[src/design/tcdm_pkg.sv]
/*
 * TCDM shim package
 * Widths, request and response structs, and the fixed address map
 */
package tcdm_pkg;

  localparam int unsigned RobDepth  = 8;
  localparam int unsigned NumBanks  = 2;
  localparam int unsigned BankWords = 256;
  localparam int unsigned NumOutput = 3;
  // Last output is the SoC port
  localparam int unsigned SocPort   = NumOutput - 1;

  // Bank select sits just above the byte offset, word index above that
  localparam int unsigned BankSelLsb  = 2;
  localparam int unsigned BankSelBits = $clog2(NumBanks);
  localparam int unsigned WordLsb     = BankSelLsb + BankSelBits;

  typedef logic [31:0]                      addr_t;
  typedef logic [31:0]                      data_t;
  typedef logic [3:0]                       strb_t;
  typedef logic [$clog2(RobDepth)-1:0]      rob_id_t;
  typedef logic [$clog2(RobDepth+1)-1:0]    rob_cnt_t;
  typedef logic [$clog2(BankWords)-1:0]     bank_addr_t;
  typedef logic [$clog2(NumOutput)-1:0]     port_sel_t;

  localparam addr_t TcdmBase = 32'h0000_0000;
  localparam addr_t TcdmSize = 32'h0000_0800;

  typedef struct packed {
    addr_t   addr;
    logic    write;
    data_t   data;
    strb_t   strb;
    rob_id_t id;
  } dreq_t;

  typedef struct packed {
    data_t   data;
    rob_id_t id;
    logic    error;
  } dresp_t;

endpackage

[src/design/addr_demux.sv]
/*
 * Address demultiplexer
 * Steers requests to a bank or the SoC and arbitrates returning responses
 */
`timescale 1ns/1ps

module addr_demux (
  input  logic                                     clk_i,
  input  logic                                     rst_n_i,
  input  tcdm_pkg::dreq_t                          req_i,
  input  logic                                     req_valid_i,
  output logic                                     req_ready_o,
  output tcdm_pkg::dresp_t                         resp_o,
  output logic                                     resp_valid_o,
  output tcdm_pkg::dreq_t  [tcdm_pkg::NumOutput-1:0] out_req_o,
  output logic             [tcdm_pkg::NumOutput-1:0] out_valid_o,
  input  logic             [tcdm_pkg::NumOutput-1:0] out_ready_i,
  input  tcdm_pkg::dresp_t [tcdm_pkg::NumOutput-1:0] out_resp_i,
  input  logic             [tcdm_pkg::NumOutput-1:0] out_resp_valid_i,
  output logic             [tcdm_pkg::NumOutput-1:0] out_resp_ready_o
);

  logic                 in_tcdm;
  tcdm_pkg::port_sel_t  sel;
  tcdm_pkg::bank_addr_t word_idx;

  // Requests in flight per output
  tcdm_pkg::rob_cnt_t [tcdm_pkg::NumOutput-1:0] pending_q;
  logic               [tcdm_pkg::NumOutput-1:0] req_fire;
  logic               [tcdm_pkg::NumOutput-1:0] resp_take;

  assign in_tcdm  = (req_i.addr - tcdm_pkg::TcdmBase) < tcdm_pkg::TcdmSize;
  assign word_idx = req_i.addr[tcdm_pkg::WordLsb +: $bits(tcdm_pkg::bank_addr_t)];

  always_comb begin
    if (in_tcdm) begin
      sel = tcdm_pkg::port_sel_t'(req_i.addr[tcdm_pkg::BankSelLsb +: tcdm_pkg::BankSelBits]);
    end else begin
      sel = tcdm_pkg::port_sel_t'(tcdm_pkg::SocPort);
    end
  end

  always_comb begin
    for (int unsigned i = 0; i < tcdm_pkg::NumOutput; i++) begin
      out_req_o[i] = req_i;
      // Banks only see the word index
      if (i < tcdm_pkg::NumBanks) begin
        out_req_o[i].addr = tcdm_pkg::addr_t'(word_idx);
      end
      out_valid_o[i] = req_valid_i && (sel == tcdm_pkg::port_sel_t'(i));
    end
  end

  assign req_ready_o = out_ready_i[sel];
  assign req_fire    = out_valid_o & out_ready_i;

  // Fixed priority, lowest index first
  always_comb begin
    logic found;
    found            = 1'b0;
    resp_o           = '0;
    resp_valid_o     = 1'b0;
    out_resp_ready_o = '0;
    resp_take        = '0;
    for (int unsigned i = 0; i < tcdm_pkg::NumOutput; i++) begin
      if (out_resp_valid_i[i]) begin
        if (pending_q[i] == '0) begin
          // Nothing outstanding here, swallow the stray response
          out_resp_ready_o[i] = 1'b1;
        end else if (!found) begin
          found               = 1'b1;
          resp_o              = out_resp_i[i];
          resp_valid_o        = 1'b1;
          out_resp_ready_o[i] = 1'b1;
          resp_take[i]        = 1'b1;
        end
      end
    end
  end

  always_ff @(posedge clk_i or negedge rst_n_i) begin
    if (!rst_n_i) begin
      pending_q <= '0;
    end else begin
      for (int unsigned i = 0; i < tcdm_pkg::NumOutput; i++) begin
        if (req_fire[i] && !resp_take[i]) begin
          pending_q[i] <= pending_q[i] + 1'b1;
        end else if (!req_fire[i] && resp_take[i]) begin
          pending_q[i] <= pending_q[i] - 1'b1;
        end
      end
    end
  end

endmodule

[src/design/reorder_buffer.sv]
/*
 * Reorder buffer
 * Hands out tags and returns responses in allocation order, with fall-through
 */
`timescale 1ns/1ps

module reorder_buffer (
  input  logic              clk_i,
  input  logic              rst_n_i,
  input  logic              alloc_i,
  output tcdm_pkg::rob_id_t id_o,
  output logic              full_o,
  input  logic              push_i,
  input  tcdm_pkg::dresp_t  push_resp_i,
  output tcdm_pkg::dresp_t  resp_o,
  output logic              valid_o,
  input  logic              pop_i
);

  tcdm_pkg::rob_id_t  wr_ptr_q;
  tcdm_pkg::rob_id_t  rd_ptr_q;
  tcdm_pkg::rob_cnt_t count_q;
  logic [tcdm_pkg::RobDepth-1:0] filled_q;

  tcdm_pkg::data_t data_q [tcdm_pkg::RobDepth];
  logic            err_q  [tcdm_pkg::RobDepth];

  logic head_hit;
  logic pop;

  assign id_o   = wr_ptr_q;
  assign full_o = (count_q == tcdm_pkg::rob_cnt_t'(tcdm_pkg::RobDepth));

  // Push carrying the head tag bypasses the storage
  assign head_hit = push_i && (push_resp_i.id == rd_ptr_q);
  assign valid_o  = filled_q[rd_ptr_q] || head_hit;
  assign pop      = valid_o && pop_i;

  always_comb begin
    resp_o.id = rd_ptr_q;
    if (filled_q[rd_ptr_q]) begin
      resp_o.data  = data_q[rd_ptr_q];
      resp_o.error = err_q[rd_ptr_q];
    end else begin
      resp_o.data  = push_resp_i.data;
      resp_o.error = push_resp_i.error;
    end
  end

  always_ff @(posedge clk_i or negedge rst_n_i) begin
    if (!rst_n_i) begin
      wr_ptr_q <= '0;
      rd_ptr_q <= '0;
      count_q  <= '0;
      filled_q <= '0;
    end else begin
      if (alloc_i) begin
        wr_ptr_q <= wr_ptr_q + 1'b1;
      end
      if (pop) begin
        rd_ptr_q <= rd_ptr_q + 1'b1;
      end
      if (alloc_i && !pop) begin
        count_q <= count_q + 1'b1;
      end else if (!alloc_i && pop) begin
        count_q <= count_q - 1'b1;
      end
      // Slot stays empty when the push is delivered straight through
      if (push_i && !(head_hit && pop)) begin
        filled_q[push_resp_i.id] <= 1'b1;
      end
      if (pop && filled_q[rd_ptr_q]) begin
        filled_q[rd_ptr_q] <= 1'b0;
      end
    end
  end

  always_ff @(posedge clk_i) begin
    if (push_i) begin
      data_q[push_resp_i.id] <= push_resp_i.data;
      err_q[push_resp_i.id]  <= push_resp_i.error;
    end
  end

endmodule

[src/design/tcdm_shim.sv]
/*
 * TCDM shim
 * Tags core requests, routes them to banks or SoC and reorders the answers
 */
`timescale 1ns/1ps

module tcdm_shim (
  input  logic                                    clk_i,
  input  logic                                    rst_n_i,
  // Core side
  input  tcdm_pkg::addr_t                         data_qaddr_i,
  input  logic                                    data_qwrite_i,
  input  tcdm_pkg::data_t                         data_qdata_i,
  input  tcdm_pkg::strb_t                         data_qstrb_i,
  input  logic                                    data_qvalid_i,
  output logic                                    data_qready_o,
  output tcdm_pkg::data_t                         data_pdata_o,
  output logic                                    data_perror_o,
  output logic                                    data_pvalid_o,
  input  logic                                    data_pready_i,
  // SoC side
  output logic                                    soc_qvalid_o,
  output tcdm_pkg::addr_t                         soc_qaddr_o,
  output logic                                    soc_qwrite_o,
  output tcdm_pkg::data_t                         soc_qdata_o,
  output tcdm_pkg::strb_t                         soc_qstrb_o,
  output tcdm_pkg::rob_id_t                       soc_qid_o,
  input  logic                                    soc_qready_i,
  input  logic                                    soc_pvalid_i,
  input  tcdm_pkg::data_t                         soc_pdata_i,
  input  tcdm_pkg::rob_id_t                       soc_pid_i,
  input  logic                                    soc_perror_i,
  output logic                                    soc_pready_o,
  // Bank side
  output tcdm_pkg::dreq_t  [tcdm_pkg::NumBanks-1:0] bank_req_o,
  output logic             [tcdm_pkg::NumBanks-1:0] bank_req_valid_o,
  input  logic             [tcdm_pkg::NumBanks-1:0] bank_req_ready_i,
  input  tcdm_pkg::dresp_t [tcdm_pkg::NumBanks-1:0] bank_resp_i,
  input  logic             [tcdm_pkg::NumBanks-1:0] bank_resp_valid_i,
  output logic             [tcdm_pkg::NumBanks-1:0] bank_resp_ready_o
);

  tcdm_pkg::dreq_t                            data_qpayload;
  tcdm_pkg::dresp_t                           soc_ppayload;
  tcdm_pkg::dresp_t                           push_resp;
  tcdm_pkg::dresp_t                           rob_resp;
  tcdm_pkg::dreq_t  [tcdm_pkg::NumOutput-1:0] out_req;
  logic             [tcdm_pkg::NumOutput-1:0] out_valid;
  tcdm_pkg::dresp_t [tcdm_pkg::NumOutput-1:0] out_resp;
  logic             [tcdm_pkg::NumOutput-1:0] out_resp_ready;
  tcdm_pkg::rob_id_t                          rob_id;
  logic rob_full;
  logic rob_push;
  logic demux_ready;
  logic init_done_q;

  // Holds off requests until the first cycle after reset
  always_ff @(posedge clk_i or negedge rst_n_i) begin
    if (!rst_n_i) begin
      init_done_q <= 1'b0;
    end else begin
      init_done_q <= 1'b1;
    end
  end

  assign data_qpayload.addr  = data_qaddr_i;
  assign data_qpayload.write = data_qwrite_i;
  assign data_qpayload.data  = data_qdata_i;
  assign data_qpayload.strb  = data_qstrb_i;
  assign data_qpayload.id    = rob_id;

  assign data_qready_o = demux_ready && !rob_full && init_done_q;

  reorder_buffer i_reorder_buffer (
    .clk_i       (clk_i),
    .rst_n_i     (rst_n_i),
    .alloc_i     (data_qvalid_i && data_qready_o),
    .id_o        (rob_id),
    .full_o      (rob_full),
    .push_i      (rob_push),
    .push_resp_i (push_resp),
    .resp_o      (rob_resp),
    .valid_o     (data_pvalid_o),
    .pop_i       (data_pready_i)
  );

  assign data_pdata_o  = rob_resp.data;
  assign data_perror_o = rob_resp.error;

  addr_demux i_addr_demux (
    .clk_i            (clk_i),
    .rst_n_i          (rst_n_i),
    .req_i            (data_qpayload),
    .req_valid_i      (data_qvalid_i && !rob_full && init_done_q),
    .req_ready_o      (demux_ready),
    .resp_o           (push_resp),
    .resp_valid_o     (rob_push),
    .out_req_o        (out_req),
    .out_valid_o      (out_valid),
    .out_ready_i      ({soc_qready_i, bank_req_ready_i}),
    .out_resp_i       (out_resp),
    .out_resp_valid_i ({soc_pvalid_i, bank_resp_valid_i}),
    .out_resp_ready_o (out_resp_ready)
  );

  assign soc_ppayload.data  = soc_pdata_i;
  assign soc_ppayload.id    = soc_pid_i;
  assign soc_ppayload.error = soc_perror_i;
  assign out_resp           = {soc_ppayload, bank_resp_i};

  assign bank_req_o        = out_req[tcdm_pkg::NumBanks-1:0];
  assign bank_req_valid_o  = out_valid[tcdm_pkg::NumBanks-1:0];
  assign bank_resp_ready_o = out_resp_ready[tcdm_pkg::NumBanks-1:0];

  assign soc_qvalid_o = out_valid[tcdm_pkg::SocPort];
  assign soc_qaddr_o  = out_req[tcdm_pkg::SocPort].addr;
  assign soc_qwrite_o = out_req[tcdm_pkg::SocPort].write;
  assign soc_qdata_o  = out_req[tcdm_pkg::SocPort].data;
  assign soc_qstrb_o  = out_req[tcdm_pkg::SocPort].strb;
  assign soc_qid_o    = out_req[tcdm_pkg::SocPort].id;
  assign soc_pready_o = out_resp_ready[tcdm_pkg::SocPort];

endmodule

[config.mk]
export PLATFORM = sky130hd
export DESIGN_NAME = tcdm_shim
export DESIGN_NICKNAME = d
export VERILOG_FILES = /design/src/design/tcdm_pkg.sv /design/src/design/addr_demux.sv /design/src/design/reorder_buffer.sv /design/src/design/tcdm_shim.sv
export SDC_FILE = /design/constraint.sdc
export NUM_CORES = 1
export LEC_CHECK = 0
export BUFFER_PORTS_ARGS = -buffer_cell sky130_fd_sc_hd__buf_2
export CAP_MARGIN = 20
export CORE_MARGIN = 4
export CORE_UTILIZATION = 54
export CTS_BUF_LIST = sky130_fd_sc_hd__clkbuf_8
export DETAILED_ROUTE_END_ITERATION = 16
export PLACE_DENSITY = 0.83
export SLEW_MARGIN = 40
export SYNTH_ARGS = -nofsm -noshare
export SYNTH_HDL_FRONTEND = slang
export SYNTH_HIERARCHICAL = 1
export SYNTH_SLANG_ARGS = --single-unit
[constraint.sdc]
create_clock -name clk_i -period 6.4 [get_ports clk_i]
set_input_delay 0.32 -clock clk_i [delete_from_list [all_inputs] [get_ports clk_i]]
set_output_delay 0.32 -clock clk_i [all_outputs]
set_load 0.02 [all_outputs]
# After elaboration in Yosys (flattened, before gate mapping)
# Memory sizes are Yosys's and may differ from the RTL's.
# Index checks and enable logic that the tools add are counted.
totals:
  reg_bits: 31
  ramBits: 264
  inputBits: 187
  output_inout_bits: 257
  wordCells: 124
  memories: 2
classes:
  addsub: 10
  n_lt_le_gt_ge: 6
  n_eq_ne: 4
  mux: 48
  n_bitwise: 4
  n_reduce_logical: 42
mem_list:
  columns: ["name", "words", "width", "rd", "rd_ports_with_merged_regs", "wr", "line_no", "rtl"]
  rows:
  - ["i_reorder_buffer.data_q", 8, 32, 1, 0, 1, "reorder_buffer.sv:25", "tcdm_pkg::data_t data_q [tcdm_pkg::RobDepth];"]
  - ["i_reorder_buffer.err_q", 8, 1, 1, 0, 1, "reorder_buffer.sv:26", "logic err_q [tcdm_pkg::RobDepth];"]
op_table:
  columns: ["op", "count"]
  rows:
  - ["36-bit two-way mux", 8]
  - ["32-bit by 12-bit less-than comparator with 1-bit output, second input constant", 1]
  - ["32-bit two-way mux", 1]
  - ["4-bit two-way mux", 8]
  - ["1-bit two-way mux", 24]
  - ["1-bit logical AND", 23]
  - ["4-bit by 1-bit adder with 4-bit output, second input constant", 4]
  - ["8-bit two-way mux", 2]
  - ["4-bit by 1-bit subtractor with 4-bit output, second input constant", 4]
  - ["4-bit logical NOT", 3]
  - ["1-bit logical NOT", 10]
  - ["8-bit AND", 1]
  - ["3-bit by 4-bit less-than comparator with 1-bit output, second input constant", 2]
  - ["8-bit inverter", 1]
  - ["8-bit OR", 1]
  - ["2-bit nonzero test", 4]
  - ["3-bit by 1-bit adder with 3-bit output, second input constant", 2]
  - ["1-bit demux with 3-bit select", 2]
  - ["3-bit by 1-bit >= comparator with 1-bit output, second input constant", 2]
  - ["4-bit == test, second input constant", 1]
  - ["3-bit AND", 1]
  - ["1-bit binary-select mux with 3-bit select", 1]
  - ["3-bit == test", 1]
  - ["2-bit by 3-bit less-than comparator with 1-bit output, second input constant", 1]
  - ["6 further kinds", 6]

# Depth between registers and ports, before layout
depth:
  ltp_word: 19
  depth_mapped: 16
  depth_no_buf: 16

# Modules after synthesis
# Netlist, hierarchy kept.
modules_own_cells:
  columns: ["mod", "instances", "cells_each", "area_per_inst_um2", "seq_area_each_um2"]
  rows:
  - ["reorder_buffer", 1, 660, 11493.5, 8378.0]
  - ["addr_demux", 1, 449, 3684.8, 300.3]
  - ["tcdm_shim", 1, 5, 58.8, 25.0]

# Least setup slack after synthesis
# No wires, ideal clock.
synth_path:
  kind: "register to register"
  startpoint: "reg i_addr_demux/pending_q[4] (netlist bit)"
  endpoint: "reg i_reorder_buffer/filled_q[1] (netlist bit)"
  setup_ps: 88
  arrival_time_ps: 4406
  required_time_ps: 6312
  slack_ps: 1906
  stages_incl_launch_ff: 9
  path_buffers: 0
  period_less_slack_ps: 4494
  path_cell_list: "dfrtp_1 o41a_4 nor2_8 a22oi_1 a21oi_1 nand2_1 nor3_1 a21oi_1 a31oi_1"
synth_rtl:
  columns: ["element", "line_no", "rtl"]
  rows:
  - ["start, declared", "addr_demux.sv:28", "tcdm_pkg::rob_cnt_t [tcdm_pkg::NumOutput-1:0] pending_q;"]
  - ["start signal, assigned by index", "addr_demux.sv:87", "pending_q[i] <= pending_q[i] + 1'b1;"]
  - ["start signal, assigned by index", "addr_demux.sv:89", "pending_q[i] <= pending_q[i] - 1'b1;"]
  - ["end signal, assigned", "reorder_buffer.sv:55", "filled_q <= '0;"]
  - ["end signal, assigned by index", "reorder_buffer.sv:70", "filled_q[push_resp_i.id] <= 1'b1;"]
  - ["end signal, assigned by index", "reorder_buffer.sv:73", "filled_q[rd_ptr_q] <= 1'b0;"]
  - ["end, declared", "reorder_buffer.sv:23", "logic [tcdm_pkg::RobDepth-1:0] filled_q;"]

==> impl_results.md <==
- Met1 usage: 0.285
- Slew margin rel.: 0.486
- Async SR Flop Fraction: 0.105
- Setup Buffers After CTS: 0
- Worst-margin pin slew: 0.771 ns
- Most frequent cells in the layout: edfxtp_1 (264), buf_2 (211), mux2_2 (79)
- Crit path required time: between 6 and 7 ns
- Pre-antenna DRT Iters: 5
- Fin. max-slew vios: 0
- Worst R2R Setup Slack: around 1.6 ns
- Compound-gate portion of the synthesized area: 0.135
- Post-cts resize count: 0
- Die width: approximately 180 um
- Hpwl dp: approximately 25 mm
- Die Y: approximately 180 um
- Seq/Total Area, Yosys: 0.571
- Layout Nets: between 1k and 1.5k
- Post-Synth Simple-Gate Area: 0.0469
- Core area: about 28,000 um2
- Synthesized instance count: roughly 1.1k
- Inserted Clock Buffers: 44
- Lkg Pwr: slightly above 0.006 uW
- P&R area growth vs syn: 5.85%
- Critical path fanouts, max: 40
- Clock Tree Root: clkbuf_8
- Status: finished clean
- Max cap viols: 0
- Final hold vios: 0
- Crit Path Class: reg2reg
- Via total after detailed routing: about 9.5k
- DR DRC count: 0
- CTS Sinks: between 200 and 300
- Total track usage: 0.230
- CP arrival: ~5.3 ns
- Setup crit start kind: flip-flop
- Setup TNS: 0 ns
- CTS tree: built
- Fmax: approximately 0.21 GHz
- FP Rows: 61
- CTS clock-pin slew for the worst setup and hold paths: 0.07 ns
- Final period util: 0.750
- Met2 Track Usage GR: 0.401
- CTS Buffer Depth: 3
- GR Overflow Total: 0
- Port-buffer cells: between 200 and 250
- Mux cell area share after synthesis: 0.0866
- Flip-flop and latch count after synthesis: 295
- Ant diodes: 0
- EDFF count, synth: 264
- Synthesized area: between 15,000 and 20,000 um2
- PD cells: between 300 and 400 nW/um2
- Top Usage Layer GRT: met2
- Fin crit period: roughly 4.8 ns
- Final Setup Violations: 0
- Initial antenna violation count: 0
- H-Tree Depth: 2
- Crit end category: flip-flop
- DR vias/cell: ~6
- Most common cell after layout, fill and taps aside: edfxtp_1
- Worst Skew: ~0.015 ns
- Share of cells above drive strength 1: 0.391
- Post-synth cell types: between 60 and 70
- Die area: 31,000 um2
- Post-Synth XOR/XNOR Area: 0.00805
- Yosys warnings: 6
- HP Class: in2reg
- RePlAce Congestion: 0.934
- Vias in the first global route: 9,496
- M3 GR Usage: 0.0542
- VDD IR max: 226 uV
- Worst skew pair latency: 0.55 ns
- Design Power: approximately 6300 uW
- Starting Density: 0.548
- Post-Route WL: roughly 37 mm
- ANT nets after route: 0
- DR iter-0 viols: roughly 850
- Syn Area/Cell: around 14 um2
- Largest family of logic cells by synthesized area: buffers and inverters
- Synth Flop Type: edfxtp_1
- I/O pin cnt: between 400 and 500
- RSZ-0062 raised after global routing: no
- Post-Synth Adder-Cell Area: 0.0168
- Wire length per cell: 23.6 um
- First-pass GRT wire length: 54.9 mm
- Largest net degree at the start of global routing: 46
==> final cells by class <==
class                      instances  area [um2]
inverter                           8        30.0
tap                              378         473
multi-input combinational        580        4730
timing repair buffer             235        1340
clock buffer                      52         716
clock inverter                    30         126
sequential                       295        8710
fill                            2115       11700
==> synthesized netlist by cell type, drive strengths merged (4+ instances only) <==
master | count | area share
o21ai | 25 | 0.0090
mux4 | 12 | 0.018
o22ai | 13 | 0.0053
nand2 | 33 | 0.0081
a22oi | 64 | 0.041
a221oi | 44 | 0.025
dfrtp | 31 | 0.051
a21oi | 49 | 0.023
nand2b | 4 | 0.0016
clkbuf | 24 | 0.0059
nor4 | 7 | 0.0029
buf | 254 | 0.13
mux2 | 79 | 0.058
fa | 4 | 0.0053
edfxtp | 264 | 0.52
xnor2 | 13 | 0.0075
a21o | 4 | 0.0020
nor2b | 4 | 0.0016
a31oi | 11 | 0.0045
nor2 | 53 | 0.014
o211a | 11 | 0.0072
ha | 14 | 0.011
mux2i | 16 | 0.011
inv | 7 | 0.0017
nand3 | 11 | 0.0036
nor3 | 13 | 0.0043
a211oi | 7 | 0.0034
==> power breakdown <==
group / leakage, uW / switching, uW / total [uW] / internal, uW
registers: 0.00281 / 172 / 2490 / 2320
logic: 0.00279 / 1430 / 2380 / 950
clock network: 0.000497 / 702 / 1440 / 742
==> cell families (layout without fill, tap and decap cells) <==
group | count (synthesis) | count (layout)
DFF | 295 | 295
buffers and inverters | 286 | 325
and+or+nand+nor | 145 | 145
other | 2 | 49
muxes | 107 | 107
xor gates and xnor gates | 14 | 14
AOI/OAI and AO/OA | 247 | 247
adders and majority gates | 18 | 18
==> critical path: stages (launching register included) <==
cell and delay [ns]:
dfrtp_1 0.46, o41a_4 0.82, nor2_8 0.38, a22oi_1 0.13, a21oi_1 0.50, xnor2_1 0.18
and4_1 0.26, a211oi_1 0.36, inv_1 0.15, nand2_1 0.11, ha_1 0.19, inv_1 0.11
ha_1 0.30, a21o_1 0.17, a21oi_1 0.18, mux2i_1 0.23, xnor2_1 0.14
==> flip-flops by register name, indices dropped and copies added (netlist names) <==
name / flops
i_addr_demux/pending_q: 12
i_reorder_buffer/filled_q: 8
i_reorder_buffer/id_o: 3
init_done_q: 1
i_reorder_buffer/data_q: 256
i_reorder_buffer/count_q: 4
i_reorder_buffer/err_q: 8
i_reorder_buffer/rd_ptr_q: 3
==> final timing paths <==
path                                             startpoint                            to  cells after the start
worst max-delay path              i_addr_demux/pending_q[4]   i_reorder_buffer/count_q[3]                     16
worst min-delay path                          data_pready_i  i_reorder_buffer/filled_q[2]                      2
worst max register to register    i_addr_demux/pending_q[4]   i_reorder_buffer/count_q[3]                     16
worst min register to register  i_reorder_buffer/count_q[3]   i_reorder_buffer/count_q[3]                      1
max in group asynchronous                           rst_n_i  i_reorder_buffer/rd_ptr_q[2]                      2
min in group asynchronous                           rst_n_i    i_addr_demux/pending_q[11]                      2
==> layer usage <==
layer  wire length (um)  up-vias  share of wire
li1                   -     4112              -
met1              13100     4602           0.35
met4                953        0          0.026
met2              19200      708           0.52
met5                  0        -              0
met3               4050       78           0.11
==> metrics by stage <==
step	worst slack [ns]	instances	hold slack [ns]	utilization	cell area (um2)
2_1_floorplan	1.91	1161	0.0244	-	15400
3_3_place_gp	2.01	1489	0.425	0.544	15100
3_5_place_dp	1.75	1494	0.431	0.549	15200
4_1_cts	1.70	1577	0.141	0.580	16100
5_1_grt	1.37	1578	0.163	0.581	16100
6_report	1.60	1578	0.161	0.581	16100
==> what timing repair did <==
item,CTS,global route
hold endpoints to repair,31,0
setup endpoints to repair,0,0
hold buffers,1,0
No activity file was read; power rests on OpenSTA's default activity.
